===== src/axi_stage_settings.svh =====
//--------------------------------------------------------------------
// Width and reset-value macros for the AXI3 register stage
//--------------------------------------------------------------------
`ifndef AXI_STAGE_SETTINGS_SVH
`define AXI_STAGE_SETTINGS_SVH

// Master-index bits carried in front of the transaction ID
`define AXI_STAGE_BASE_ID_W 2

// Transaction ID bits
`define AXI_STAGE_ID_W 4

// Address and data path widths
`define AXI_STAGE_ADDR_W 32
`define AXI_STAGE_DATA_W 64

// One strobe bit per data byte
`define AXI_STAGE_STRB_W 8

// Reset values of the stage registers
`define AXI_STAGE_VALID_RST 1'b0
`define AXI_STAGE_PAYLOAD_RST '0

`endif


===== src/axi_stage_pkg.sv =====
//--------------------------------------------------------------------
// Field types and write-data slot state for the AXI3 register stage
//--------------------------------------------------------------------
`default_nettype none

`include "axi_stage_settings.svh"

package axi_stage_pkg;

   // Full ID as seen by the slave, master index in the upper bits
   typedef logic [`AXI_STAGE_BASE_ID_W+`AXI_STAGE_ID_W-1:0] axi_id_t;

   typedef logic [`AXI_STAGE_ADDR_W-1:0] axi_addr_t;
   typedef logic [`AXI_STAGE_DATA_W-1:0] axi_data_t;
   typedef logic [`AXI_STAGE_STRB_W-1:0] axi_strb_t;

   // AXI3 control fields, fixed by the protocol
   typedef logic [3:0] axi_len_t;
   typedef logic [2:0] axi_size_t;
   typedef logic [1:0] axi_burst_t;
   typedef logic [2:0] axi_prot_t;
   typedef logic [1:0] axi_resp_t;

   // Occupancy of the single write-data beat register
   typedef enum logic {
      slot_empty = 1'b0,
      slot_full  = 1'b1
   } wdata_slot_e;

endpackage

`default_nettype wire


===== src/axi_addr_slice.sv =====
//--------------------------------------------------------------------
// One-deep register stage for an AXI3 address channel (AW or AR)
//--------------------------------------------------------------------
`default_nettype none

`include "axi_stage_settings.svh"

module axi_addr_slice (
   input  wire                         ACLK,
   input  wire                         aresetn,

   // Master side
   input  wire                         valid_m,
   input  wire axi_stage_pkg::axi_id_t    id_m,
   input  wire axi_stage_pkg::axi_addr_t  addr_m,
   input  wire axi_stage_pkg::axi_len_t   len_m,
   input  wire axi_stage_pkg::axi_size_t  size_m,
   input  wire axi_stage_pkg::axi_burst_t burst_m,
   input  wire axi_stage_pkg::axi_prot_t  prot_m,
   output logic                        ready_m,

   // Slave side
   output logic                        valid_s,
   output axi_stage_pkg::axi_id_t      id_s,
   output axi_stage_pkg::axi_addr_t    addr_s,
   output axi_stage_pkg::axi_len_t     len_s,
   output axi_stage_pkg::axi_size_t    size_s,
   output axi_stage_pkg::axi_burst_t   burst_s,
   output axi_stage_pkg::axi_prot_t    prot_s,
   input  wire                         ready_s
);

   // Previous sample of the master valid, for rise detection
   logic valid_m_q;

   //------------------------------------------------------------------
   // Valid tracking
   //------------------------------------------------------------------
   always_ff @(posedge ACLK or negedge aresetn) begin
      if (!aresetn) begin
         valid_m_q <= `AXI_STAGE_VALID_RST;
         valid_s   <= `AXI_STAGE_VALID_RST;
      end else begin
         valid_m_q <= valid_m;
         // Handshake takes priority over a new request
         if (valid_s && ready_s) begin
            valid_s <= 1'b0;
         end else if (valid_m && !valid_m_q) begin
            valid_s <= 1'b1;
         end
      end
   end

   //------------------------------------------------------------------
   // Payload, re-registered every cycle
   //------------------------------------------------------------------
   always_ff @(posedge ACLK or negedge aresetn) begin
      if (!aresetn) begin
         id_s    <= `AXI_STAGE_PAYLOAD_RST;
         addr_s  <= `AXI_STAGE_PAYLOAD_RST;
         len_s   <= `AXI_STAGE_PAYLOAD_RST;
         size_s  <= `AXI_STAGE_PAYLOAD_RST;
         burst_s <= `AXI_STAGE_PAYLOAD_RST;
         prot_s  <= `AXI_STAGE_PAYLOAD_RST;
      end else begin
         id_s    <= id_m;
         addr_s  <= addr_m;
         len_s   <= len_m;
         size_s  <= size_m;
         burst_s <= burst_m;
         prot_s  <= prot_m;
      end
   end

   // Master sees the handshake in the same cycle as the slave
   assign ready_m = ready_s & valid_s;

endmodule

`default_nettype wire


===== src/axi_slave_stage.sv =====
//--------------------------------------------------------------------
// AXI3 slave-side register stage: registered AW, AR and W channels,
// B and R passed straight through
//--------------------------------------------------------------------
`default_nettype none

module axi_slave_stage (
   input  wire                          ACLK,
   input  wire                          aresetn,

   //------------------------------------------------------------------
   // Master-facing ports
   //------------------------------------------------------------------
   // Write address
   input  wire axi_stage_pkg::axi_id_t     awid_m,
   input  wire axi_stage_pkg::axi_addr_t   awaddr_m,
   input  wire axi_stage_pkg::axi_len_t    awlen_m,
   input  wire axi_stage_pkg::axi_size_t   awsize_m,
   input  wire axi_stage_pkg::axi_burst_t  awburst_m,
   input  wire axi_stage_pkg::axi_prot_t   awprot_m,
   input  wire                          awvalid_m,
   output logic                         awready_m,
   // Write data
   input  wire axi_stage_pkg::axi_id_t     wid_m,
   input  wire axi_stage_pkg::axi_data_t   wdata_m,
   input  wire axi_stage_pkg::axi_strb_t   wstrb_m,
   input  wire                          wlast_m,
   input  wire                          wvalid_m,
   output logic                         wready_m,
   // Write response
   output axi_stage_pkg::axi_id_t       bid_m,
   output axi_stage_pkg::axi_resp_t     bresp_m,
   output logic                         bvalid_m,
   input  wire                          bready_m,
   // Read address
   input  wire axi_stage_pkg::axi_id_t     arid_m,
   input  wire axi_stage_pkg::axi_addr_t   araddr_m,
   input  wire axi_stage_pkg::axi_len_t    arlen_m,
   input  wire axi_stage_pkg::axi_size_t   arsize_m,
   input  wire axi_stage_pkg::axi_burst_t  arburst_m,
   input  wire axi_stage_pkg::axi_prot_t   arprot_m,
   input  wire                          arvalid_m,
   output logic                         arready_m,
   // Read data
   output axi_stage_pkg::axi_id_t       rid_m,
   output axi_stage_pkg::axi_data_t     rdata_m,
   output axi_stage_pkg::axi_resp_t     rresp_m,
   output logic                         rlast_m,
   output logic                         rvalid_m,
   input  wire                          rready_m,

   //------------------------------------------------------------------
   // Slave-facing ports
   //------------------------------------------------------------------
   // Write address
   output axi_stage_pkg::axi_id_t       awid_s,
   output axi_stage_pkg::axi_addr_t     awaddr_s,
   output axi_stage_pkg::axi_len_t      awlen_s,
   output axi_stage_pkg::axi_size_t     awsize_s,
   output axi_stage_pkg::axi_burst_t    awburst_s,
   output axi_stage_pkg::axi_prot_t     awprot_s,
   output logic                         awvalid_s,
   input  wire                          awready_s,
   // Write data
   output axi_stage_pkg::axi_id_t       wid_s,
   output axi_stage_pkg::axi_data_t     wdata_s,
   output axi_stage_pkg::axi_strb_t     wstrb_s,
   output logic                         wlast_s,
   output logic                         wvalid_s,
   input  wire                          wready_s,
   // Write response
   input  wire axi_stage_pkg::axi_id_t     bid_s,
   input  wire axi_stage_pkg::axi_resp_t   bresp_s,
   input  wire                          bvalid_s,
   output logic                         bready_s,
   // Read address
   output axi_stage_pkg::axi_id_t       arid_s,
   output axi_stage_pkg::axi_addr_t     araddr_s,
   output axi_stage_pkg::axi_len_t      arlen_s,
   output axi_stage_pkg::axi_size_t     arsize_s,
   output axi_stage_pkg::axi_burst_t    arburst_s,
   output axi_stage_pkg::axi_prot_t     arprot_s,
   output logic                         arvalid_s,
   input  wire                          arready_s,
   // Read data
   input  wire axi_stage_pkg::axi_id_t     rid_s,
   input  wire axi_stage_pkg::axi_data_t   rdata_s,
   input  wire axi_stage_pkg::axi_resp_t   rresp_s,
   input  wire                          rlast_s,
   input  wire                          rvalid_s,
   output logic                         rready_s
);

   //------------------------------------------------------------------
   // Write address stage
   //------------------------------------------------------------------
   axi_addr_slice u_aw_slice (
      .ACLK    (ACLK),
      .aresetn (aresetn),
      .valid_m (awvalid_m),
      .id_m    (awid_m),
      .addr_m  (awaddr_m),
      .len_m   (awlen_m),
      .size_m  (awsize_m),
      .burst_m (awburst_m),
      .prot_m  (awprot_m),
      .ready_m (awready_m),
      .valid_s (awvalid_s),
      .id_s    (awid_s),
      .addr_s  (awaddr_s),
      .len_s   (awlen_s),
      .size_s  (awsize_s),
      .burst_s (awburst_s),
      .prot_s  (awprot_s),
      .ready_s (awready_s)
   );

   //------------------------------------------------------------------
   // Read address stage
   //------------------------------------------------------------------
   axi_addr_slice u_ar_slice (
      .ACLK    (ACLK),
      .aresetn (aresetn),
      .valid_m (arvalid_m),
      .id_m    (arid_m),
      .addr_m  (araddr_m),
      .len_m   (arlen_m),
      .size_m  (arsize_m),
      .burst_m (arburst_m),
      .prot_m  (arprot_m),
      .ready_m (arready_m),
      .valid_s (arvalid_s),
      .id_s    (arid_s),
      .addr_s  (araddr_s),
      .len_s   (arlen_s),
      .size_s  (arsize_s),
      .burst_s (arburst_s),
      .prot_s  (arprot_s),
      .ready_s (arready_s)
   );

   //------------------------------------------------------------------
   // Write data stage
   //------------------------------------------------------------------
   axi_wdata_slice u_w_slice (
      .ACLK     (ACLK),
      .aresetn  (aresetn),
      .wvalid_m (wvalid_m),
      .wid_m    (wid_m),
      .wdata_m  (wdata_m),
      .wstrb_m  (wstrb_m),
      .wlast_m  (wlast_m),
      .wready_m (wready_m),
      .wvalid_s (wvalid_s),
      .wid_s    (wid_s),
      .wdata_s  (wdata_s),
      .wstrb_s  (wstrb_s),
      .wlast_s  (wlast_s),
      .wready_s (wready_s)
   );

   //------------------------------------------------------------------
   // Response channels, no registers
   //------------------------------------------------------------------
   assign bid_m    = bid_s;
   assign bresp_m  = bresp_s;
   assign bvalid_m = bvalid_s;
   assign bready_s = bready_m;

   assign rid_m    = rid_s;
   assign rdata_m  = rdata_s;
   assign rresp_m  = rresp_s;
   assign rlast_m  = rlast_s;
   assign rvalid_m = rvalid_s;
   assign rready_s = rready_m;

endmodule

`default_nettype wire


===== src/axi_wdata_slice.sv =====
//--------------------------------------------------------------------
// Write-data beat capture stage, holds one W beat until accepted
//--------------------------------------------------------------------
`default_nettype none

`include "axi_stage_settings.svh"

module axi_wdata_slice (
   input  wire                        ACLK,
   input  wire                        aresetn,

   // Master side
   input  wire                        wvalid_m,
   input  wire axi_stage_pkg::axi_id_t   wid_m,
   input  wire axi_stage_pkg::axi_data_t wdata_m,
   input  wire axi_stage_pkg::axi_strb_t wstrb_m,
   input  wire                        wlast_m,
   output logic                       wready_m,

   // Slave side
   output logic                       wvalid_s,
   output axi_stage_pkg::axi_id_t     wid_s,
   output axi_stage_pkg::axi_data_t   wdata_s,
   output axi_stage_pkg::axi_strb_t   wstrb_s,
   output logic                       wlast_s,
   input  wire                        wready_s
);

   import axi_stage_pkg::*;

   // Two-flop delay line on the master valid
   logic        wvalid_q1;
   logic        wvalid_q2;
   logic        wvalid_rise;
   wdata_slot_e slot_q;

   always_ff @(posedge ACLK or negedge aresetn) begin
      if (!aresetn) begin
         wvalid_q1 <= `AXI_STAGE_VALID_RST;
         wvalid_q2 <= `AXI_STAGE_VALID_RST;
      end else begin
         wvalid_q1 <= wvalid_m;
         wvalid_q2 <= wvalid_q1;
      end
   end

   // Rise seen between the delayed copies, one cycle after first sample
   assign wvalid_rise = wvalid_q1 & ~wvalid_q2;

   //------------------------------------------------------------------
   // Beat slot
   //------------------------------------------------------------------
   always_ff @(posedge ACLK or negedge aresetn) begin
      if (!aresetn) begin
         slot_q  <= slot_empty;
         wid_s   <= `AXI_STAGE_PAYLOAD_RST;
         wdata_s <= `AXI_STAGE_PAYLOAD_RST;
         wstrb_s <= `AXI_STAGE_PAYLOAD_RST;
         wlast_s <= `AXI_STAGE_VALID_RST;
      end else begin
         if (slot_q == slot_full && wready_s) begin
            // Beat taken by the slave, data left as is
            slot_q  <= slot_empty;
            wlast_s <= 1'b0;
         end else if (wvalid_rise) begin
            slot_q  <= slot_full;
            wid_s   <= wid_m;
            wdata_s <= wdata_m;
            wstrb_s <= wstrb_m;
            wlast_s <= wlast_m;
         end
      end
   end

   assign wvalid_s = (slot_q == slot_full);

   // Ready back to the master only while a beat is offered
   assign wready_m = wready_s & wvalid_s;

endmodule

`default_nettype wire


===== config.mk =====
export PLATFORM = sky130hd
export DESIGN_NAME = axi_slave_stage
export DESIGN_NICKNAME = d
export VERILOG_FILES = /design/src/axi_stage_pkg.sv /design/src/axi_addr_slice.sv /design/src/axi_slave_stage.sv /design/src/axi_wdata_slice.sv
export VERILOG_INCLUDE_DIRS = /design/src
export SDC_FILE = /design/constraint.sdc
export NUM_CORES = 1
export LEC_CHECK = 0
export ABC_CLOCK_PERIOD_IN_PS = 5100
export BUFFER_PORTS_ARGS = -buffer_cell sky130_fd_sc_hd__buf_2
export CORE_AREA = 2 2 212 214
export CTS_BUF_LIST = sky130_fd_sc_hd__clkbuf_4
export DETAILED_ROUTE_END_ITERATION = 6
export DIE_AREA = 0 0 214 216
export GPL_ROUTABILITY_DRIVEN = 0
export SLEW_MARGIN = 5
export SYNTH_ARGS = -nofsm -noshare
export SYNTH_HDL_FRONTEND = slang
export SYNTH_HIERARCHICAL = 1
export SYNTH_SLANG_ARGS = --single-unit

===== constraint.sdc =====
create_clock -name ACLK -period 5.1 [get_ports ACLK]
set_clock_uncertainty 0.2 [all_clocks]
set_input_delay 0.255 -clock ACLK [delete_from_list [all_inputs] [get_ports ACLK]]
set_output_delay 0.255 -clock ACLK [all_outputs]
set_load 0.02 [all_outputs]

==> flow_summary.json, run 1 <==
{
  "dp_hpwl_um": 13200,
  "die_x_um": 214,
  "io_buffer_count": 371,
  "synth_compound_area_share_pct": 0,
  "h-tree-depth": 4,
  "initial_core_util_pct": 14.6,
  "clk_path_buf_depth": 2,
  "yosys.area_share.simple_pct": 1.01,
  "netlist.area_leader.share_pct": 72.5,
  "muxShareOfSynthArea_pct": 15.5,
  "yosys-top-cells-count": "186 x dfrtp_1, 85 x buf_4, 58 x mux2_2",
  "ys_warn_count": 6,
  "synth_xor_area_share_pct": 0,
  "cts_hold_buf": 255,
  "io_pins": 542,
  "synthAdderAreaFrac_pct": 0,
  "synthTopCellsByArea": "dfrtp_1 72%, mux2_2 10%, buf_4 9.9%, mux2_4 4.7%, buf_6 0.70%",
  "async_reset_ff_share_pct": 100,
  "ys_ff_latch": 186,
  "synth_area_mm2": 0.00642,
  "stop_stage": "clock tree synthesis",
  "synth_area_per_cell_um2": 17.4,
  "postCtsSetupRepairBufs": 0,
  "root_buffer": "clkbuf_4",
  "ctsResizeCount": 0,
  "synthDistinctLibCells": 13,
  "synth-edff-count": 0,
  "synthCells": 370,
  "cts_made_buffers": 17,
  "yosysTopAreaCell": "dfrtp_1",
  "die_height_um": 216,
  "ys_seq_area_share_pct": 72.5,
  "status": "did not finish",
  "tool.error": "[ERROR RSZ-0060] Max buffer count reached.",
  "synth-main-ff-cell": "dfrtp_1",
  "synth_fp_nets": 642,
  "clock-sinks": 186,
  "core.rowCount": 77,
  "yosysMostFrequentCell": "dfrtp_1",
  "synth_top_family_by_area": "multiplexers"
}
[kinds of logic after synthesis]
logic type,after synthesis
and+or+nand+nor,8
buffers and inverters,94
DFF,186
muxes,82
[stage by stage]
stage | setup slack, ns | std cells | util, % | area (µm²)
detailed placement | 2.57 | 1241 | 19.0 | 8350
global placement | 2.61 | 1241 | 19.0 | 8350
floorplan | 3.18 | 370 | - | 6420
==> run 2: changes to the inputs <==
--- a/config.mk
+++ b/config.mk
@@ -8,11 +8,11 @@
 export LEC_CHECK = 0
 export ABC_CLOCK_PERIOD_IN_PS = 5100
 export BUFFER_PORTS_ARGS = -buffer_cell sky130_fd_sc_hd__buf_2
-export CORE_AREA = 2 2 212 214
-export CTS_BUF_LIST = sky130_fd_sc_hd__clkbuf_4
+export CORE_AREA = 2 2 211 213
 export DETAILED_ROUTE_END_ITERATION = 6
-export DIE_AREA = 0 0 214 216
+export DIE_AREA = 0 0 213 215
 export GPL_ROUTABILITY_DRIVEN = 0
+export PLACE_DENSITY_LB_ADDON = 0.15
 export SLEW_MARGIN = 5
 export SYNTH_ARGS = -nofsm -noshare
 export SYNTH_HDL_FRONTEND = slang
==> run 2 against run 1 <==
  * The run now ends clean
  * Synthesized cell count did not move
  * Area after synthesis did not move
==> flow_summary.json, run 2 <==
{
  "io_buffer_count": 371,
  "cp_cell_sequence": "dlygate4sd3_1 > buf_2 > and2_4 > or2_4 > buf_4 > mux2_2",
  "use_met2_pct": 15.1,
  "worstSkewPairLatency_ns": 0.48,
  "finalSetupViolations": 0,
  "cp_top_family": "buffers and inverters",
  "path_clk_slew_ns": 0.07,
  "grtUsageMet1_pct": 9.00,
  "h-tree-depth": 4,
  "wirelength_um": 20300,
  "synth-edff-count": 0,
  "worst-path-buf-inv": 3,
  "worst_path_largest_cell_delay_ns": 0.72,
  "cts_made_buffers": 17,
  "vias": 4611,
  "synth_area_per_cell_um2": 17.4,
  "io_pins": 542,
  "drc": 0,
  "r2r_slack_ns": 2.63,
  "core.rowCount": 77,
  "die_x_um": 213,
  "synth_fp_nets": 642,
  "synthTopCellsByArea": "dfrtp_1 72%, mux2_2 10%, buf_4 9.9%, mux2_4 4.7%, buf_6 0.70%",
  "fmax_mhz": 402,
  "hold_viol_final": 0,
  "dp_slack_ns": 2.52,
  "status": "finished, final reports clean",
  "cp_data_arrival_time_ns": 2.65,
  "firstDrtPassIters": 4,
  "worst_slew_pin_slew_ns": 0.982,
  "slew_viol_final": 0,
  "drt_iter0_drc": 142,
  "yosys-top-cells-count": "186 x dfrtp_1, 85 x buf_4, 58 x mux2_2",
  "grt_max_degree": 103,
  "clk_path_buf_depth": 2,
  "fin_ws_ns": 2.61,
  "layout_commonest_cell": "buf_2",
  "grt_pass1_wl_um": 30300,
  "cts_hold_buf": 186,
  "largest-register": "u_w_slice/wdata_s",
  "start_kind": "input pin",
  "ant_nets": 0,
  "synthCells": 370,
  "postCtsSetupRepairBufs": 0,
  "setup_tns_ns": 0,
  "cts_tree": "yes",
  "async_reset_ff_share_pct": 100,
  "yosysMostFrequentCell": "dfrtp_1",
  "synth_area_mm2": 0.00642,
  "fin_crit_sh_pct": 48.8,
  "ir_drop_mv": 0.275,
  "grt_use_met3_pct": 5.17,
  "ys_seq_area_share_pct": 72.5,
  "core-area_mm2": 0.0436,
  "initial_core_util_pct": 14.7,
  "hp-class": "flop to flop",
  "vias_per_cell": 3.16,
  "netlist.area_leader.share_pct": 72.5,
  "nets": 1127,
  "die_height_um": 215,
  "syn_to_final_growth_pct": 67.8,
  "synth-main-ff-cell": "dfrtp_1",
  "crit_required_ns": 5.26,
  "largest_reg_flops": 64,
  "worst-path-max-fanout": 57,
  "ys_ff_latch": 186,
  "relSlewSlack_pct": 34.5,
  "grt_pass1_vias": 5287,
  "busiest_layer": "met2",
  "leakage_nw": 5.19,
  "rsz0062_at_grt": "false",
  "p_per_area_mw_per_mm2": 350,
  "ys_warn_count": 6,
  "clock-sinks": 186,
  "drv_cap": 0,
  "design.die.area_mm2": 0.0458,
  "grt_overflow_total": 0,
  "root_buffer": "clkbuf_16",
  "grt_usage_pct": 9.16,
  "cp_slowest_cell": "or2_4",
  "final_layout_size_suffix_gt1_share_pct": 56.0,
  "wire_per_inst_um": 13.9,
  "dp_hpwl_um": 14800,
  "synthDistinctLibCells": 13,
  "end_kind": "flop",
  "finalCriticalPeriod_ns": 2.49,
  "worstSetupPathType": "input pin to flop",
  "yosysTopAreaCell": "dfrtp_1",
  "fillers": 4635,
  "ctsResizeCount": 0,
  "final_cell_mix": "370 x buf_2, 186 x dlygate4sd3_1, 186 x dfrtp_1, 58 x mux2_2, 20 x mux2_4",
  "antenna_found_initial": 3,
  "top_regs": "u_w_slice/wdata_s (64), u_ar_slice/addr_s (32), u_aw_slice/addr_s (32)"
}
==> run 2: cells by family (layout without fill, tap and decap cells) <==
logic type / after synthesis / count (layout) / synth area share [%]
flip-flops: 186 / 186 / 72.5
AND/OR/NAND/NOR: 8 / 8 / 1.01
buffers and inverters: 94 / 592 / 11.0
other: 0 / 1 / 0
multiplexers: 82 / 82 / 15.5
==> run 2: path summary, 6_finish.rpt <==
| path | endpoint | depth (start not counted) | startpoint |
|---|---|---|---|
| worst max register to register | u_w_slice/wid_s[1] | 4 | u_w_slice/wvalid_q1 |
| worst min register to register | u_w_slice/wvalid_q2 | 0 | u_w_slice/wvalid_q1 |
| max in group asynchronous | u_w_slice/wdata_s[51] | 3 | aresetn |
| worst min-delay path | u_w_slice/wvalid_q2 | 0 | u_w_slice/wvalid_q1 |
| min in group asynchronous | u_ar_slice/addr_s[20] | 2 | aresetn |
| worst max-delay path | u_w_slice/wid_s[1] | 6 | wready_s |
==> run 2: final cells by class <==
cell class,count,area (µm²),area share (%)
well taps,592,741,6.88
clock buffers,19,433,4.02
repair buffers,560,3750,34.8
flip-flops and latches,186,4650,43.2
multi-input cells,90,1060,9.85
diodes,1,2.50,0.0232
clock inverters,13,130,1.21
==> run 2: routing by layer <==
layer  routed length, µm  vias to the layer above
met3                2290                       45
met1                7330                     2213
li1                    -                     2092
met2               10100                      259
met4                 592                        2
met5                  16                        -
==> run 2: per-stage QoR <==
step                      total power [mW]  cells  util (%)  cell area (µm²)  hold slack, ns
final                                 3.77   1461      24.7            10800           0.183
after global routing                  3.99   1461      24.7            10800           0.171
after CTS                             3.88   1460      24.7            10800           0.151
after detailed placement              2.41   1242      19.1             8340           0.164
after global placement                2.41   1242      19.1             8340           0.163
after floorplan                       2.18    370         -             6420          -0.241
==> run 2: power by group <==
part | switching, mW | internal (mW)
registers | 0.0651 | 1.63
clock network | 0.651 | 0.646
logic | 0.409 | 0.367
No activity file was read; power rests on OpenSTA's default activity.
